$ cat src/fd_classifier_pkg.sv
`default_nettype none

package fd_classifier_pkg;

	localparam int NUM_STAGES = 4;
	localparam int WINDOW_TAPS = 4;

	typedef logic signed [1:0] weight_t; // -2 .. +1
	typedef logic signed [11:0] score_t; // Worst case -2040 .. +1020
	typedef logic [1:0] stage_index_t;

	// weights[0] applies to the newest tap
	typedef struct packed
	{
		weight_t [WINDOW_TAPS-1:0] weights;
		score_t threshold;
	} stage_entry_t;

	typedef struct packed
	{
		stage_entry_t entry;
		logic valid;
		logic last; // Final entry of a pass
	} stage_bus_t;

	// Three orthogonal edge patterns and one brightness stage.
	// Each edge stage passes about two thirds of random windows and the
	// brightness stage about a third, so roughly one window in ten survives.
	localparam stage_entry_t STAGE_TABLE [NUM_STAGES] = '{
		'{weights: 8'b11_01_11_01, threshold: -12'sd60}, // + - + -
		'{weights: 8'b11_11_01_01, threshold: -12'sd60}, // + + - -
		'{weights: 8'b01_11_11_01, threshold: -12'sd60}, // + - - +
		'{weights: 8'b01_01_01_01, threshold: 12'sd580} // Mean brightness
	};

endpackage

`default_nettype wire

$ cat src/fd_frame_pkg.sv
`default_nettype none

package fd_frame_pkg;

	localparam int FRAME_WIDTH = 20;
	localparam int FRAME_HEIGHT = 15;
	localparam int NUM_SCALES = 3; // Steps 1, 2 and 4
	localparam int RESULT_DEPTH = 16;
	localparam int RESULT_ADDR_WIDTH = $clog2(RESULT_DEPTH);

	typedef logic [7:0] pixel_t; // Grey value
	typedef logic [4:0] coord_t; // x or y
	typedef logic [NUM_SCALES-1:0] scale_mask_t; // One bit per scale
	typedef logic [4:0] result_count_t; // 0 .. RESULT_DEPTH
	typedef logic [RESULT_ADDR_WIDTH-1:0] result_addr_t;

	// One detection as stored and replayed by the result buffer
	typedef struct packed
	{
		coord_t x;
		coord_t y;
		scale_mask_t scale;
	} hit_t;

endpackage

`default_nettype wire

$ cat src/face_detect_top.sv
`timescale 1ns/1ns
`default_nettype none

module face_detect_top import fd_frame_pkg::*, fd_classifier_pkg::*;
(
	input wire logic clk,
	input wire logic reset,
	input wire pixel_t i_pixel,
	input wire logic i_pixel_valid,
	output logic o_ready,
	output logic o_inspect,
	output hit_t o_hit,
	output logic o_hit_valid,
	output logic o_frame_done,
	output result_count_t o_hit_count
);

	typedef enum logic [1:0]
	{
		S_RECEIVE,
		S_INSPECT,
		S_END_FRAME
	} state_t;

	state_t state;
	state_t state_next;
	coord_t cur_x;
	coord_t cur_y;
	stage_bus_t stage_bus;
	scale_mask_t candidates;
	hit_t hit_rec;
	logic accept;
	logic last_pixel;
	logic leave;
	logic db_start;
	logic eval; // Candidate bits are valid
	logic hit_write;
	logic read_start;
	logic buf_done;

	always_comb
	begin
		accept = o_ready && i_pixel_valid;
		last_pixel = (cur_x == coord_t'(FRAME_WIDTH - 1)) && (cur_y == coord_t'(FRAME_HEIGHT - 1));
		leave = (state == S_INSPECT) && ((eval && (candidates == '0)) || hit_write);
		o_inspect = state == S_INSPECT;
		o_frame_done = (state == S_END_FRAME) && buf_done;
	end

	assign hit_rec = '{x: cur_x, y: cur_y, scale: candidates};

	always_comb
	begin
		state_next = state;
		case (state)
			S_RECEIVE:
				if (accept)
					state_next = S_INSPECT;
			S_INSPECT:
				if (leave)
					state_next = last_pixel ? S_END_FRAME : S_RECEIVE;
			S_END_FRAME:
				if (buf_done)
					state_next = S_RECEIVE;
			default:
				state_next = S_RECEIVE;
		endcase
	end

	always_ff @(posedge clk)
	begin
		if (reset)
		begin
			state <= S_RECEIVE;
			o_ready <= 1'b0;
			db_start <= 1'b0;
			eval <= 1'b0;
			hit_write <= 1'b0;
			read_start <= 1'b0;
			cur_x <= '0;
			cur_y <= '0;
		end
		else
		begin
			state <= state_next;
			o_ready <= state_next == S_RECEIVE;
			db_start <= accept; // Database pass starts one cycle later
			eval <= stage_bus.last;
			hit_write <= eval && (candidates != '0);
			read_start <= (state == S_INSPECT) && (state_next == S_END_FRAME);
			// Coordinate stays on the pixel until its inspection is over
			if (leave)
			begin
				if (cur_x == coord_t'(FRAME_WIDTH - 1))
				begin
					cur_x <= '0;
					if (cur_y == coord_t'(FRAME_HEIGHT - 1))
						cur_y <= '0;
					else
						cur_y <= cur_y + 1'b1;
				end
				else
					cur_x <= cur_x + 1'b1;
			end
		end
	end

	for (genvar s = 0; s < NUM_SCALES; s++)
	begin : g_scale
		scale_inspector u_inspector
		(
			.clk(clk),
			.reset(reset),
			.i_new_frame(o_frame_done),
			.i_accept(accept),
			.i_pixel(i_pixel),
			.i_x(cur_x),
			.i_y(cur_y),
			.i_stage(stage_bus),
			.i_scale_shift(stage_index_t'(s)), // Step is 2^s
			.o_candidate(candidates[s])
		);
	end

	haar_database u_database
	(
		.clk(clk),
		.reset(reset),
		.i_start(db_start),
		.o_stage(stage_bus)
	);

	result_buffer u_results
	(
		.clk(clk),
		.reset(reset),
		.i_clear(o_frame_done),
		.i_write(hit_write),
		.i_hit(hit_rec),
		.i_read_start(read_start),
		.o_hit(o_hit),
		.o_hit_valid(o_hit_valid),
		.o_done(buf_done),
		.o_count(o_hit_count)
	);

endmodule

`default_nettype wire

$ cat src/haar_database.sv
`timescale 1ns/1ns
`default_nettype none

module haar_database import fd_classifier_pkg::*;
(
	input wire logic clk,
	input wire logic reset,
	input wire logic i_start,
	output stage_bus_t o_stage
);

	stage_index_t idx;
	logic active;

	always_ff @(posedge clk)
	begin
		if (reset)
		begin
			active <= 1'b0;
			idx <= '0;
		end
		else if (i_start)
		begin
			active <= 1'b1;
			idx <= '0;
		end
		else if (active)
		begin
			if (idx == stage_index_t'(NUM_STAGES - 1))
				active <= 1'b0; // One pass per start
			idx <= idx + 1'b1;
		end
	end

	// Entry 0 appears in the cycle after the start pulse
	always_comb
	begin
		o_stage.entry = STAGE_TABLE[idx];
		o_stage.valid = active;
		o_stage.last = active && (idx == stage_index_t'(NUM_STAGES - 1));
	end

endmodule

`default_nettype wire

$ cat src/result_buffer.sv
`timescale 1ns/1ns
`default_nettype none

module result_buffer import fd_frame_pkg::*;
(
	input wire logic clk,
	input wire logic reset,
	input wire logic i_clear,
	input wire logic i_write,
	input wire hit_t i_hit,
	input wire logic i_read_start,
	output hit_t o_hit,
	output logic o_hit_valid,
	output logic o_done,
	output result_count_t o_count
);

	hit_t mem [RESULT_DEPTH];
	result_count_t count; // Also the write pointer
	result_count_t rd_ptr;
	logic reading;
	logic full;

	assign full = count == result_count_t'(RESULT_DEPTH);

	always_ff @(posedge clk)
	begin
		if (i_write && !full)
			mem[result_addr_t'(count)] <= i_hit;
	end

	always_ff @(posedge clk)
	begin
		if (reset || i_clear)
		begin
			count <= '0;
			rd_ptr <= '0;
			reading <= 1'b0;
			o_done <= 1'b0;
		end
		else
		begin
			o_done <= 1'b0;
			if (i_write && !full)
				count <= count + 1'b1; // Hits past full are dropped
			if (i_read_start)
			begin
				rd_ptr <= '0;
				if (count == '0)
					o_done <= 1'b1;
				else
					reading <= 1'b1;
			end
			else if (reading)
			begin
				if (rd_ptr == count - 1'b1)
				begin
					reading <= 1'b0;
					o_done <= 1'b1;
				end
				rd_ptr <= rd_ptr + 1'b1;
			end
		end
	end

	always_comb
	begin
		o_hit = mem[result_addr_t'(rd_ptr)];
		o_hit_valid = reading;
		o_count = count;
	end

endmodule

`default_nettype wire

$ cat src/scale_inspector.sv
`timescale 1ns/1ns
`default_nettype none

module scale_inspector import fd_frame_pkg::*, fd_classifier_pkg::*;
(
	input wire logic clk,
	input wire logic reset,
	input wire logic i_new_frame,
	input wire logic i_accept,
	input wire pixel_t i_pixel,
	input wire coord_t i_x,
	input wire coord_t i_y,
	input wire stage_bus_t i_stage,
	input wire stage_index_t i_scale_shift,
	output logic o_candidate
);

	pixel_t taps [WINDOW_TAPS]; // taps[0] is the newest sample
	coord_t grid_mask;
	score_t score;
	logic [2:0] fill; // Samples in the window, saturates at WINDOW_TAPS
	logic on_grid;
	logic sample;
	logic sampled; // Current pixel landed on this scale's grid
	logic pass_acc;
	logic stage_pass;

	always_comb
	begin
		grid_mask = (coord_t'(1) << i_scale_shift) - coord_t'(1);
		on_grid = ((i_x & grid_mask) == '0) && ((i_y & grid_mask) == '0);
		sample = i_accept && on_grid;
	end

	always_comb
	begin
		score = '0;
		for (int i = 0; i < WINDOW_TAPS; i++)
			score = score + score_t'($signed(i_stage.entry.weights[i]))
				* score_t'({4'b0000, taps[i]});
		stage_pass = score >= i_stage.entry.threshold;
	end

	// Start of a row drops the previous row's samples
	always_ff @(posedge clk)
	begin
		if (sample)
		begin
			taps[0] <= i_pixel;
			for (int i = 1; i < WINDOW_TAPS; i++)
				taps[i] <= (i_x == '0) ? '0 : taps[i-1];
		end
	end

	always_ff @(posedge clk)
	begin
		if (reset || i_new_frame)
		begin
			fill <= '0;
			sampled <= 1'b0;
			pass_acc <= 1'b0;
			o_candidate <= 1'b0;
		end
		else if (i_accept)
		begin
			sampled <= on_grid;
			pass_acc <= 1'b1;
			o_candidate <= 1'b0;
			if (on_grid)
			begin
				if (i_x == '0)
					fill <= 3'd1;
				else if (fill != 3'(WINDOW_TAPS))
					fill <= fill + 1'b1;
			end
		end
		else if (i_stage.valid)
		begin
			pass_acc <= pass_acc && stage_pass;
			if (i_stage.last)
				o_candidate <= sampled && (fill == 3'(WINDOW_TAPS)) && pass_acc && stage_pass;
		end
	end

endmodule

`default_nettype wire
$ cat config.mk
export PLATFORM = sky130hd
export DESIGN_NAME = face_detect_top
export DESIGN_NICKNAME = d
export VERILOG_FILES = /design/src/fd_classifier_pkg.sv /design/src/fd_frame_pkg.sv /design/src/face_detect_top.sv /design/src/haar_database.sv /design/src/result_buffer.sv /design/src/scale_inspector.sv
export SDC_FILE = /design/constraint.sdc
export NUM_CORES = 1
export LEC_CHECK = 0
export BUFFER_PORTS_ARGS = -buffer_cell sky130_fd_sc_hd__buf_2
export CORE_MARGIN = 3
export CORE_UTILIZATION = 66
export CTS_BUF_LIST = sky130_fd_sc_hd__clkbuf_4 sky130_fd_sc_hd__clkbuf_8
export DETAILED_ROUTE_END_ITERATION = 7
export PLACE_DENSITY = 0.91
export SLEW_MARGIN = 10
export SYNTH_ARGS = -nofsm -noshare
export SYNTH_HDL_FRONTEND = slang
export SYNTH_SLANG_ARGS = --single-unit
$ cat constraint.sdc
create_clock -name clk -period 9.73 [get_ports clk]
set_input_delay 0 -clock clk [delete_from_list [all_inputs] [get_ports clk]]
set_output_delay 0 -clock clk [all_outputs]
set_load 0.03 [all_outputs]
# Word-level counts from Yosys, hierarchy flattened
# Memories as Yosys holds them, arrays and structs flattened. A register that Yosys moved wholly into a read port is not among the register bits.
# Index checks and enable logic that the tools add are counted.
[word_totals] out_inout_bits=22 rom_bits=0 ff_bits=50 elab_cells=182 latchBits=0 in_bits=11 ram_bits=304 n_memories=4
[memory_table] memory="u_results.mem" depth=16 width=13 read_ports=1 rd_clocked_by_memory_dff=1 wr=1 line="result_buffer.sv:18" source="hit_t mem [RESULT_DEPTH];"
[memory_table] memory="g_scale[0].u_inspector.taps" depth=4 width=8 read_ports=4 rd_clocked_by_memory_dff=0 wr=4 line="scale_inspector.sv:18" source="pixel_t taps [WINDOW_TAPS];"
[memory_table] memory="g_scale[1].u_inspector.taps" depth=4 width=8 read_ports=4 rd_clocked_by_memory_dff=0 wr=4 line="scale_inspector.sv:18"
[memory_table] memory="g_scale[2].u_inspector.taps" depth=4 width=8 read_ports=4 rd_clocked_by_memory_dff=0 wr=4 line="scale_inspector.sv:18"
[op_classes] n_addsub=18 div=0 n_mul=12 shift=0 n_eq_ne=15 order_cmp=4 muxes=52 reduce_logical=50 bitwise=1
[ops] operator="2-bit by 9-bit multiplier with 11-bit output" count=12
[ops] operator="12-bit adder" count=9
[ops] operator="8-bit two-way mux" count=9
[ops] operator="20-bit binary-select mux with 2-bit select" count=1
[ops] operator="20-bit two-way mux" count=2
[ops] operator="12-bit greater-or-equal comparator" count=3
[ops] operator="5-bit logical NOT" count=6
[ops] operator="1-bit logical AND" count=25
[ops] operator="1-bit two-way mux" count=25
[ops] operator="5-bit by 1-bit adder with 5-bit output, second input constant" count=4
[ops] operator="3-bit two-way mux" count=6
[ops] operator="5-bit equality test, second input constant" count=2
[ops] operator="5-bit two-way mux" count=2
[ops] operator="3-bit by 1-bit adder with 3-bit output, second input constant" count=3
[ops] operator="3-bit equality test, second input constant" count=3
[ops] operator="3-bit inequality test, second input constant" count=3
[ops] operator="2-bit two-way mux" count=4
[ops] operator="4-bit two-way mux" count=2
[ops] operator="2-bit nonzero test" count=4
[ops] operator="2-bit equality test, second input constant" count=3
[ops] operator="2-bit one-hot mux with 3 select lines" count=1
[ops] operator="2-bit AND reduction" count=3
[ops] operator="3-bit AND reduction" count=2
[ops] operator="2-bit OR reduction" count=3
[ops] operator="13 further kinds" count=15

# Logic depth before layout (Yosys ltp)
# Gate-level depths: netlist of run 1.
[depth] ltp_word=12 mapped_depth=31 mapped_depth_nobuf=29

# Cells and area by module
# A second synthesis of run 1 with hierarchy kept.
[unflattened] hier_cells=1721 area_unflattened_um2=21934.8
[by_module_without_submodules] module="result_buffer" cells_each=392 area_per_inst_um2=8653.3 seq_area_each_um2=6566.3 instances=1
[by_module_without_submodules] module="scale_inspector at g_scale[0].u_inspector" cells_each=404 area_per_inst_um2=4077.7 seq_area_each_um2=1081.0 instances=1
[by_module_without_submodules] module="scale_inspector at g_scale[2].u_inspector" cells_each=398 area_per_inst_um2=4035.1 seq_area_each_um2=1081.0 instances=1
[by_module_without_submodules] module="scale_inspector at g_scale[1].u_inspector" cells_each=398 area_per_inst_um2=4032.6 seq_area_each_um2=1081.0 instances=1
[by_module_without_submodules] module="face_detect_top" cells_each=91 area_per_inst_um2=812.0 seq_area_each_um2=340.3 instances=1
[by_module_without_submodules] module="haar_database" cells_each=38 area_per_inst_um2=324.1 seq_area_each_um2=60.1 instances=1

# Worst setup path after synthesis of run 1
# Ideal clock, no wire load.
[synth_path] path_type="register -> register" start="reg u_database.idx[1]" end="reg g_scale[0].u_inspector.o_candidate" path_stages_with_launch=27 t_required_ns=9.667 t_arrival_ns=6.918 setup_slack_ns=2.750 n_path_buf=4 setup_time_ns=0.063 period_less_slack_ns=6.980 cell_sequence="dfxtp_1 -> clkbuf_1 -> inv_1 -> ha_1 -> clkbuf_1 -> clkbuf_1 -> nor2b_1 -> ha_1 -> ha_1 -> fa_1 -> fa_1 -> inv_1 -> fa_1 -> inv_1 -> ha_1 -> clkbuf_1 -> a2111oi_0 -> o31ai_1 -> a21o_1 -> o311ai_1 -> ha_1 -> a21oi_1 -> o21ai_0 -> or4_1 -> o221a_2 -> a211o_1 -> nand3_1"
[synth_between] elab_chain_cells=10 word_cells_on_any_way=16 classes_between="3 x add/sub; 4 x mul; 1 x order compare; 1 x eq/ne; 3 x mux; 1 x bitwise; 3 x reduce/logical"
[synth_rtl] element="from (decl)" line="haar_database.sv:12" source="stage_index_t idx;"
[synth_rtl] element="from (signal assigned)" line="haar_database.sv:31" source="idx <= idx + 1'b1;"
[synth_rtl] element="2-bit inverter with 3-bit output (implied by the code)" line="haar_database.sv:38" source="o_stage.entry = STAGE_TABLE[idx];"
[synth_rtl] element="20-bit binary-select mux with 2-bit select" line="haar_database.sv:38"
[synth_rtl] element="20-bit two-way mux (implied by the code) (2 in a row)" line="haar_database.sv:38"
[synth_rtl] element="2-bit by 9-bit multiplier with 11-bit output" line="scale_inspector.sv:40" source="* score_t'({4'b0000, taps[i]});"
[synth_rtl] element="12-bit adder (3 in a row)" line="scale_inspector.sv:39" source="score = score + score_t'($signed(i_stage.entry.weights[i]))"
[synth_rtl] element="12-bit greater-or-equal comparator" line="scale_inspector.sv:41" source="stage_pass = score >= i_stage.entry.threshold;"
[synth_rtl] element="1-bit logical AND" line="scale_inspector.sv:81" source="o_candidate <= sampled && (fill == 3'(WINDOW_TAPS)) && pass_acc && stage_pass;"
[synth_rtl] element="to (signal assigned)" line="scale_inspector.sv:81"
[synth_rtl] element="to (decl)" line="scale_inspector.sv:15" source="output logic o_candidate"
# Several ways; a longest one is shown, not always the timed one. The select of a mux whose other input is x is not followed.
# A chain may end at the register's enable or synchronous reset.

# Final worst setup path of run 1
[layout_path] start="reg u_database.idx[1]" end="reg g_scale[1].u_inspector.o_candidate"
[layout_between] elab_chain_cells=10 word_cells_on_any_way=16 classes_between="3 x add/sub; 4 x mul; 1 x order compare; 1 x eq/ne; 3 x mux; 1 x bitwise; 3 x reduce/logical"
[layout_rtl] element="2-bit inverter with 3-bit output (implied by the code)" line="haar_database.sv:38"
[layout_rtl] element="20-bit binary-select mux with 2-bit select" line="haar_database.sv:38"
[layout_rtl] element="20-bit two-way mux (implied by the code) (2 in a row)" line="haar_database.sv:38"
[layout_rtl] element="2-bit by 9-bit multiplier with 11-bit output" line="scale_inspector.sv:40"
[layout_rtl] element="12-bit adder (3 in a row)" line="scale_inspector.sv:39"
[layout_rtl] element="12-bit greater-or-equal comparator" line="scale_inspector.sv:41"
[layout_rtl] element="1-bit logical AND" line="scale_inspector.sv:81"
[layout_rtl] element="to (signal assigned)" line="scale_inspector.sv:81"
[layout_rtl] element="to (decl)" line="scale_inspector.sv:15"
# Several ways; a longest one is shown, not always the timed one. The select of a mux whose other input is x is not followed.

==> metrics.yaml, run 1 <==
outcome: "completed"
dr_total_vias: 13150
synth_enable_flop_cells: 304
max_cap_viol_count: 0
grtUsageTotal_pct: 26.9
fin_skew_ns: 0.0345
critPathKind: "register to register"
critical_path_arrival_ns: 8.47
synth-seq-area-share_pct: 49.5
grt_pass1_wl_mm: 70.7
drc_errors: 0
cts_max_path_buffers: 3
ctsHoldBuffers: 10
detail-route-antenna-nets: 0
cp_max_fo: 32
ios: 33
powerDensity_nw_per_um2: 220
diodes: 0
cts_resized: 0
ys_top_cells_by_area: "edfxtp_1 44%, ha_1 11%, fa_1 7.3%, mux4_2 7.1%, dfxtp_1 5.2%"
period_share_pct: 81.7
min_from: "i_pixel[5]"
layout_min_cycle_time_ns: 7.95
drtIter0Drc: 951
post_cts.repair.setup_buffers: 0
area_growth_pct: 9.18
synth_top_area_cell: "edfxtp_1"
worst_hold_path_type: "input port to register"
finalHoldViolations: 0
rsz0062_at_grt: "false"
whs_ns: 0.167
grt_overflow: 0
dpl.hpwl_mm: 30.1
ys_types: 70
synthFlopType: "edfxtp_1"
synth_fp_nets: 1876
cp.required_ns: 10.25
cp-end-kind: "register"
async_flop_share_pct: 0
setup_viol: 0
vias_per_cell: 6.22
pre_cts_ws_ns: 1.90
htreeDepth: 2
most-common-layout-cells: "304 x edfxtp_1, 182 x ha_1, 155 x inv_1"
r2r-start: "u_database.idx[1]$_SDFFE_PP0P_"
cellLeakagePower_nw: 8.73
yosysWarnings: 0
cts_tree: "built"
clk_latency_ns: 0.61
worstMarginPinSlew_ns: 1.08
grt_max_degree: 76
cp_common_cell: "ha_1"
die_h_um: 183
die_area_um2: 33400
initial_core_util_pct: 67.2
max_stage_delay_ns: 0.52
port_buffers: 32
netlist_instances: 1608
cts_sinks: 358
netlist_area_um2: 20600
postSynthAreaPerCell_um2: 12.8
cts.clk_slew.worst_paths_ns: 0.06
yosys_register_bits: 358
final_layout_size_suffix_gt1_share_pct: 13.2
num_rows: 64
coreArea_um2: 30700
finalMaxSlewViolations: 0
grt_pass1_vias: 13618
fp.dieW_um: 183
worst_slack_ns: 1.78
setup_tns_ns: 0
final_common_cell: "edfxtp_1"
setup.worst_path.start: "u_database.idx[1]$_SDFFE_PP0P_"
cts_root_buf: "clkbuf_8"
gp_congestion: 0.917
post_drt_wl_per_cell_um: 20.9
slew_headroom_pct: 27.7
vdd_drop_max_uv: 153
nets: 1941
dr.pass1.iters: 7
startpoint_type: "register"
antenna_found_initial: 0
totalWireLength_mm: 44.3
yosysTopAreaCellShare_pct: 44.3
cts_buffers: 55
max_freq_mhz: 126
crit_slowest_cell: "fa_1"
==> layer usage <==
metal / wire [um] / up-vias / GRT usage (%) / share of wire [%]
li1: - / 5986 / - / -
met1: 16600 / 6445 / 32.8 / 38
met2: 22800 / 561 / 47.6 / 51
met3: 2830 / 158 / 3.71 / 6.4
met4: 2070 / 0 / 12.6 / 4.7
met5: 0 / - / 0 / 0
==> worst paths after layout <==
kind | end | slack [ns] | depth (start not counted)
setup / recovery | g_scale[1].u_inspector.o_candidate$_SDFFE_PP0P_ | 1.78 | 29
hold / removal | g_scale[1].u_inspector.taps[0][5]$_DFFE_PP_ | 0.17 | 2
setup reg to reg | g_scale[1].u_inspector.o_candidate$_SDFFE_PP0P_ | 1.78 | 29
hold reg to reg | g_scale[2].u_inspector.sampled$_SDFFE_PP0P_ | 0.47 | 2
==> flip-flops by register name, indices dropped and copies added, names as in the netlist, 2 cells and up, named ones only <==
register                         flops
g_scale.u_inspector.taps            96
g_scale.u_inspector.sampled          3
u_results.o_count                    5
u_results.rd_ptr                     5
g_scale.u_inspector.pass_acc         3
u_database.idx                       2
u_results.mem                      208
g_scale.u_inspector.fill             9
g_scale.u_inspector.o_candidate      3
cur_x                                5
cur_y                                5
state                                2
==> critical path: cells and delay by family, from the launching register on <==
family	cells	cell delay, ns
adders and majority gates	8	2.88
AOI/OAI and AO/OA	13	2.77
DFF	1	0.31
buffers and inverters	5	1.27
and+or+nand+nor	3	0.66
==> report_power, final <==
part           leakage, nW  internal [mW]  total [mW]  switching, mW
clock network        0.629          0.733        1.32          0.585
logic                 4.98          0.830        1.95           1.12
registers             3.13           1.67        1.69         0.0191
==> area by class of cell <==
cell class,count,area (um^2)
Clock buffer,84,1030
Inverter,158,593
Sequential cell,358,10200
Fill cell,1899,8160
Clock inverter,18,156
Timing Repair Buffer,55,358
Tap cell,396,495
Multi-Input combinational cell,1045,9660
==> synth_stat cells, types with 30 or more instances <==
master / count
dfxtp_1: 54
mux4_2: 65
clkbuf_1: 34
a21o_1: 35
xnor2_1: 52
inv_1: 155
ha_1: 182
nand2_1: 45
fa_1: 75
o21ai_0: 34
nor2b_1: 76
xor2_1: 30
nor2_1: 135
a21oi_1: 79
edfxtp_1: 304
==> stage by stage <==
step,cell area [um^2],utilization (%),power (mW),std cells
floorplan,20600,-,3.25,1608
global placement,21200,69.2,3.52,2002
detailed placement,21200,69.2,3.63,2002
CTS,22500,73.4,4.95,2114
global route,22500,73.4,5.31,2114
finish,22500,73.4,4.96,2114
==> logic make-up after synthesis <==
family | after synthesis | synth area share (%)
xor+xnor | 82 | 3.48
simple gates | 373 | 9.14
mux | 70 | 7.34
flops | 358 | 49.5
fa+ha+maj | 257 | 18.3
buf+inv | 205 | 3.78
compound gates | 263 | 8.39
Note: power is estimated with default switching activity, not from simulation.
==> run 2: changes to the inputs <==
Settings changed: ABC_AREA set to 1, CORE_UTILIZATION 66 to 60, PLACE_DENSITY 0.91 to 0.88.
Clock period 9.73 ns to 7 ns, I/O delays scaled along.
==> run 2 against run 1 <==
Utilization shrank 6.0 points. Non-clock buffer count grew 17. Sequential power grew 39%. Global-route usage shrank 1.9 points. Sequential cell count is the same. Critical endpoint is now g_scale[2].u_inspector.pass_acc$_SDFFE_PP0P_.
==> metrics.yaml, run 2 <==
outcome: "completed"
p_total_mw: 7.12
clk_latency_ns: 0.66
die_area_um2: 37200
area_growth_pct: 9.20
postSynthAreaPerCell_um2: 10.5
netlist_area_um2: 21000
dr_total_vias: 14441
worstPathBufferInverterCount: 6
finalInstanceArea_um2: 22900
grt_overflow: 0
worst_slack_ns: 0.499
ff2ff_path_depth: 35
synth-seq-area-share_pct: 48.7
nets: 2331
antenna_found_initial: 0
ios: 33
drtIter0Drc: 1450
cts_sinks: 358
ys_top_cells_by_area: "edfxtp_1 44%, ha_1 11%, fa_1 7.2%, inv_1 5.9%, dfxtp_1 5.2%"
yosysWarnings: 0
cp_common_cell: "nand2_1"
yosysTopAreaCellShare_pct: 43.6
period_share_pct: 92.9
grt_max_degree: 89
cp.required_ns: 7.52
swShare_pct: 37.6
biggestRegsByFlops: "u_results.mem x208, g_scale.u_inspector.taps x96, g_scale.u_inspector.fill x9"
place_area_um2: 21700
worst_hold_path_type: "input port to register"
slew_headroom_pct: 29.9
num_rows: 67
totalWireLength_mm: 45.0
cts_tree: "built"
yosys_register_bits: 358
drc_errors: 0
layout_min_cycle_time_ns: 6.50
rrSetupSlack_ns: 0.50
netlist_instances: 1990
finalHoldViolations: 0
internal_power_mw: 4.44
ys_types: 48
worstMarginPinSlew_ns: 1.05
startpoint_type: "register"
min_path_cells: 2
max_cap_viol_count: 0
grt_pass1_wl_mm: 73.3
synthFlopType: "edfxtp_1"
crit_cells: 35
die_h_um: 193
most-common-layout-cells: "328 x inv_1, 304 x edfxtp_1, 204 x nor2_1"
synth_most_common_cell: "inv_1"
cp_top_family: "adder cells"
fillCellCount: 2278
grt_pass1_vias: 14789
crit_slowest_cell: "fa_1"
cts_max_path_buffers: 3
final_common_cell: "inv_1"
cts_buffers: 56
post_drt_wl_per_cell_um: 17.6
clockPowerShare_pct: 24.2
critical_path_arrival_ns: 7.02
fin_util_pct: 67.4
pre_cts_ws_ns: 0.400
dr.pass1.iters: 7
synth_enable_flop_cells: 304
detail-route-antenna-nets: 0
fp.dieW_um: 193
max_stage_delay_ns: 0.50
critPathKind: "register to register"
combinationalPowerShare_pct: 42.8
cts_root_buf: "clkbuf_8"
initial_core_util_pct: 61.7
setup_viol: 0
max_freq_mhz: 154
async_flop_share_pct: 0
top_register: "u_results.mem"
cp_max_fo: 7
setup_tns_ns: 0
vdd_drop_max_uv: 249
synth_top_area_cell: "edfxtp_1"
final_layout_size_suffix_gt1_share_pct: 10.3
largest_register_ffs: 208
p_seq_share_pct: 33.0
grtUsageTotal_pct: 25.0
finalMaxSlewViolations: 0
yosys-top-cells-count: "331 x inv_1, 304 x edfxtp_1, 205 x nor2_1, 182 x ha_1, 165 x nand2_1"
vias_per_cell: 5.65
gp_congestion: 0.909
diodes: 0
port_buffers: 32
cp-end-kind: "register"
cts.clk_slew.worst_paths_ns: 0.06
powerDensity_nw_per_um2: 311
dpl.hpwl_mm: 31.2
coreArea_um2: 34000
fin_skew_ns: 0.0598
power.switching_mw: 2.68
cellLeakagePower_nw: 9.82
rsz0062_at_grt: "false"
synth_fp_nets: 2258
htreeDepth: 2
## run 2: cell count changes in the layout (fill, tap and decap cells not counted), moves of 18 or more
| cell | previous run | this run |
|---|---|---|
| nor2_1 | 128 | 204 |
| o211ai_1 | 5 | 53 |
| mux4_2 | 65 | 0 |
| nand3_1 | 14 | 65 |
| inv_1 | 155 | 328 |
| o21ai_0 | 34 | 94 |
| nand2_1 | 45 | 165 |
| xnor2_1 | 52 | 23 |
| nor2b_1 | 76 | 0 |
| mux2i_1 | 5 | 53 |
| xor2_1 | 30 | 49 |
| nand2_2 | 0 | 18 |
| a21o_1 | 35 | 6 |
| a21oi_1 | 79 | 130 |
## run 2: final timing paths
path,startpoint,to
max reg2reg,u_database.idx[1]$_SDFFE_PP0P_,g_scale[2].u_inspector.pass_acc$_SDFFE_PP0P_
max,u_database.idx[1]$_SDFFE_PP0P_,g_scale[2].u_inspector.pass_acc$_SDFFE_PP0P_
min,i_pixel[2],g_scale[1].u_inspector.taps[0][2]$_DFFE_PP_
min reg2reg,eval$_SDFF_PP0_,hit_write$_SDFF_PP0_
## run 2: cell families (layout without fill, tap and decap cells)
logic type	Yosys count	after routing	share of synthesized area, %
AND/OR/NAND/NOR	513	513	10.8
AO/OA/AOI/OAI	345	345	9.71
XOR/XNOR	72	72	3.01
buffers and inverters	392	508	7.17
adder cells (fa/ha/maj)	257	257	18.0
flip-flops	358	358	48.7
multiplexers	53	53	2.53
## run 2: repair_timing
| action | 4_1_cts | 5_1_grt |
|---|---|---|
| hold endpoints to repair | 42 | 0 |
| resized for setup | 0 | 2 |
| setup buffers | 0 | 2 |
| hold buffers | 10 | 0 |
| endpoints found under the setup margin | 0 | 6 |
## run 2: through the flow
| stage | std cells | hold slack, ns |
|---|---|---|
| 3_5_place_dp | 2441 | 0.238 |
| 4_1_cts | 2552 | 0.102 |
| 6_report | 2554 | 0.145 |
| 3_3_place_gp | 2441 | 0.234 |
| 2_1_floorplan | 1990 | 0.0989 |
| 5_1_grt | 2554 | 0.109 |
## run 2: worst register-to-register path: cells and delay by family (launching register included)
family	cells	cell delay, ns
buffers and inverters	6	0.73
xor gates and xnor gates	1	0.09
DFF	1	0.32
AOI/OAI and AO/OA	6	1.22
and+or+nand+nor	14	1.24
adders and majority gates	8	2.80
## run 2: power by group through the flow
| stage | clock network [mW] | registers (mW) | logic [mW] |
|---|---|---|---|
| 3_3_place_gp | 0 | 2.39 | 2.89 |
| 4_1_cts | 1.74 | 2.35 | 3.05 |
| 6_report | 1.72 | 2.35 | 3.05 |
| 5_1_grt | 1.84 | 2.35 | 3.51 |
| 2_1_floorplan | 0 | 2.38 | 2.45 |
| 3_5_place_dp | 0 | 2.39 | 3.03 |
## run 2: layout make-up
type | instances | area [um^2] | share of cell area (%)
flip-flops and latches | 358 | 10200 | 44.6
multi-input cells | 1240 | 9260 | 40.5
inverters | 335 | 1260 | 5.53
clock buffers | 72 | 903 | 3.95
well taps | 448 | 561 | 2.45
repair buffers | 72 | 485 | 2.12
clock inverters | 29 | 188 | 0.820
## run 2: per-layer routing
metal,GRT usage (%),share of wire (%),routed length (um),vias to the layer above
li1,-,-,-,6876
met1,31.3,40,18000,6908
met5,0,0,0,-
met4,10.3,3.7,1660,0
met2,42.7,49,22100,528
met3,4.67,7.0,3150,129
==> run 3: changes to the inputs <==
Settings changed: PLACE_DENSITY 0.88 to 0.87, SYNTH_HIERARCHICAL set to 1.
==> run 3 against run 2 <==
Global-route usage increased by 0.59 points. Via count increased by 16%. Utilization decreased by 1.2 points. Critical endpoint is now g_scale[0].u_inspector/pass_acc$_SDFFE_PP0P_. Maximum frequency increased by 3.5%. Design area increased by 10%. Highest routed layer unchanged. Combinational power increased by 36%. Clock skew decreased by 0.0088 ns. Routed wire length increased by 16%. Critical path type unchanged. First-iteration DRC count increased by 4.3%.
==> metrics.yaml, run 3 <==
yosys-top-cells-count: "614 x inv_1, 423 x nand2_1, 304 x edfxtp_1, 156 x fa_1, 154 x nor2_1"
cp.required_ns: 7.59
min_from: "i_pixel[0]"
final_layout_size_suffix_gt1_share_pct: 9.09
die_h_um: 203
dr_total_vias: 16737
crit_slowest_cell: "fa_1"
ys_types: 52
netlist_area_um2: 23300
gp_congestion: 0.904
cp_max_fo: 9
yosysWarnings: 6
layout_min_cycle_time_ns: 6.28
most-common-layout-cells: "614 x inv_1, 423 x nand2_1, 304 x edfxtp_1"
p_total_mw: 8.37
synth-seq-area-share_pct: 43.8
grt_pass1_wl_mm: 84.2
cp-end-kind: "register"
powerDensity_nw_per_um2: 333
setup_viol: 0
whs_ns: 0.132
area_growth_pct: 7.98
synth_most_common_cell: "inv_1"
coreArea_um2: 38000
antenna_found_initial: 0
yosysTopAreaCellShare_pct: 39.2
worstMarginPinSlew_ns: 1.32
combinationalPowerShare_pct: 49.7
grt_pass1_vias: 17339
cellLeakagePower_nw: 12.1
synth_enable_flop_cells: 304
fin_cells: 3084
drc_errors: 0
finalHoldViolations: 0
max_stage_delay_ns: 0.53
ios: 33
postSynthAreaPerCell_um2: 9.46
cts.clk_slew.worst_paths_ns: 0.07
pre_cts_ws_ns: 0.798
clk_latency_ns: 0.69
ys_top_cells_by_area: "edfxtp_1 39%, fa_1 13%, inv_1 9.9%, ha_1 7.0%, nand2_1 6.8%"
largest_register_ffs: 208
detail-route-antenna-nets: 0
diodes: 0
vias_per_cell: 5.43
synthFlopType: "edfxtp_1"
fillCellCount: 2807
drtIter0Drc: 1512
cts_buffers: 57
post_drt_wl_per_cell_um: 17.0
grt_overflow: 0
finalMaxSlewViolations: 0
max_freq_mhz: 159
yosys_register_bits: 358
cts_sinks: 358
clockPowerShare_pct: 22.3
synth_top_area_cell: "edfxtp_1"
finalInstanceArea_um2: 25200
critPathKind: "register to register"
fin_skew_ns: 0.0509
startpoint_type: "register"
final_common_cell: "inv_1"
internal_power_mw: 4.97
outcome: "completed"
top_register: "u_results/mem"
place_area_um2: 23900
biggestRegsByFlops: "u_results/mem x208, g_scale.u_inspector/taps x96, g_scale.u_inspector/fill x9"
slew_headroom_pct: 11.9
cp_top_family: "adder cells"
initial_core_util_pct: 61.3
max_cap_viol_count: 0
cts_max_path_buffers: 3
dr.pass1.iters: 5
grtUsageTotal_pct: 25.6
grt_max_degree: 108
swShare_pct: 40.7
nets: 2821
worst_hold_path_type: "input port to register"
rsz0062_at_grt: "false"
setup.worst_path.start: "u_database/idx[0]$_SDFFE_PP0P_"
netlist_instances: 2463
cts_tree: "built"
worstPathBufferInverterCount: 8
fp.dieW_um: 203
totalWireLength_mm: 52.4
port_buffers: 32
dpl.hpwl_mm: 35.5
fin_util_pct: 66.2
htreeDepth: 2
num_rows: 71
dp_cells: 2965
critical_path_arrival_ns: 6.87
cts_root_buf: "clkbuf_8"
worst_slack_ns: 0.719
p_seq_share_pct: 28.0
setup_tns_ns: 0
vdd_drop_max_uv: 248
r2r-start: "u_database/idx[0]$_SDFFE_PP0P_"
async_flop_share_pct: 0
period_share_pct: 89.7
power.switching_mw: 3.41
die_area_um2: 41300
-- run 3: routing by layer --
metal	up-vias	track usage (%)	share of wire [%]
met5	-	0	0
met4	0	10.5	4.1
met3	168	4.55	7.5
met2	700	45.4	50
met1	8068	30.9	38
li1	7801	-	-
-- run 3: cell families (layout without fill, tap and decap cells) --
group           Yosys count  count (layout)  share of synthesized area [%]
buf+inv                 712             801                           12.3
compound gates          261             261                           6.78
xor+xnor                 51              51                           1.92
other cells               4              25                         0.0644
flops                   358             358                           43.8
fa+ha+maj               286             286                           20.4
simple gates            791             791                           14.8
-- run 3: path summary, 6_finish.rpt --
check	endpoint	slack (ns)	cells past startpoint
max	g_scale[0].u_inspector/pass_acc$_SDFFE_PP0P_	0.72	32
min	g_scale[1].u_inspector/taps[0][0]$_DFFE_PP_	0.13	2
max reg2reg	g_scale[0].u_inspector/pass_acc$_SDFFE_PP0P_	0.72	32
min reg2reg	u_database/active$_SDFF_PP0_	0.46	2
-- run 3: final cells by class --
type / instances / area, um^2 / share of cell area [%]
clock buffer: 78 / 961 / 3.82
sequential: 358 / 10200 / 40.6
timing repair buffer: 59 / 390 / 1.55
inverter: 634 / 2380 / 9.47
tap: 511 / 639 / 2.54
clock inverter: 30 / 241 / 0.959
multi-input combinational: 1414 / 10300 / 41.1
-- run 3: power by group through the flow --
stage	registers (mW)	logic (mW)	clock network, mW
after floorplan	2.38	3.22	0
after global placement	2.39	3.88	0
after detailed placement	2.39	4.08	0
after CTS	2.35	4.14	1.91
after global routing	2.35	4.79	1.99
final	2.35	4.16	1.86
-- run 3: timing repair --
action / CTS / global route
setup buffers: 0 / 0
resized for setup: 0 / 0
hold buffers: 11 / 0
endpoints found under the hold margin: 50 / 0
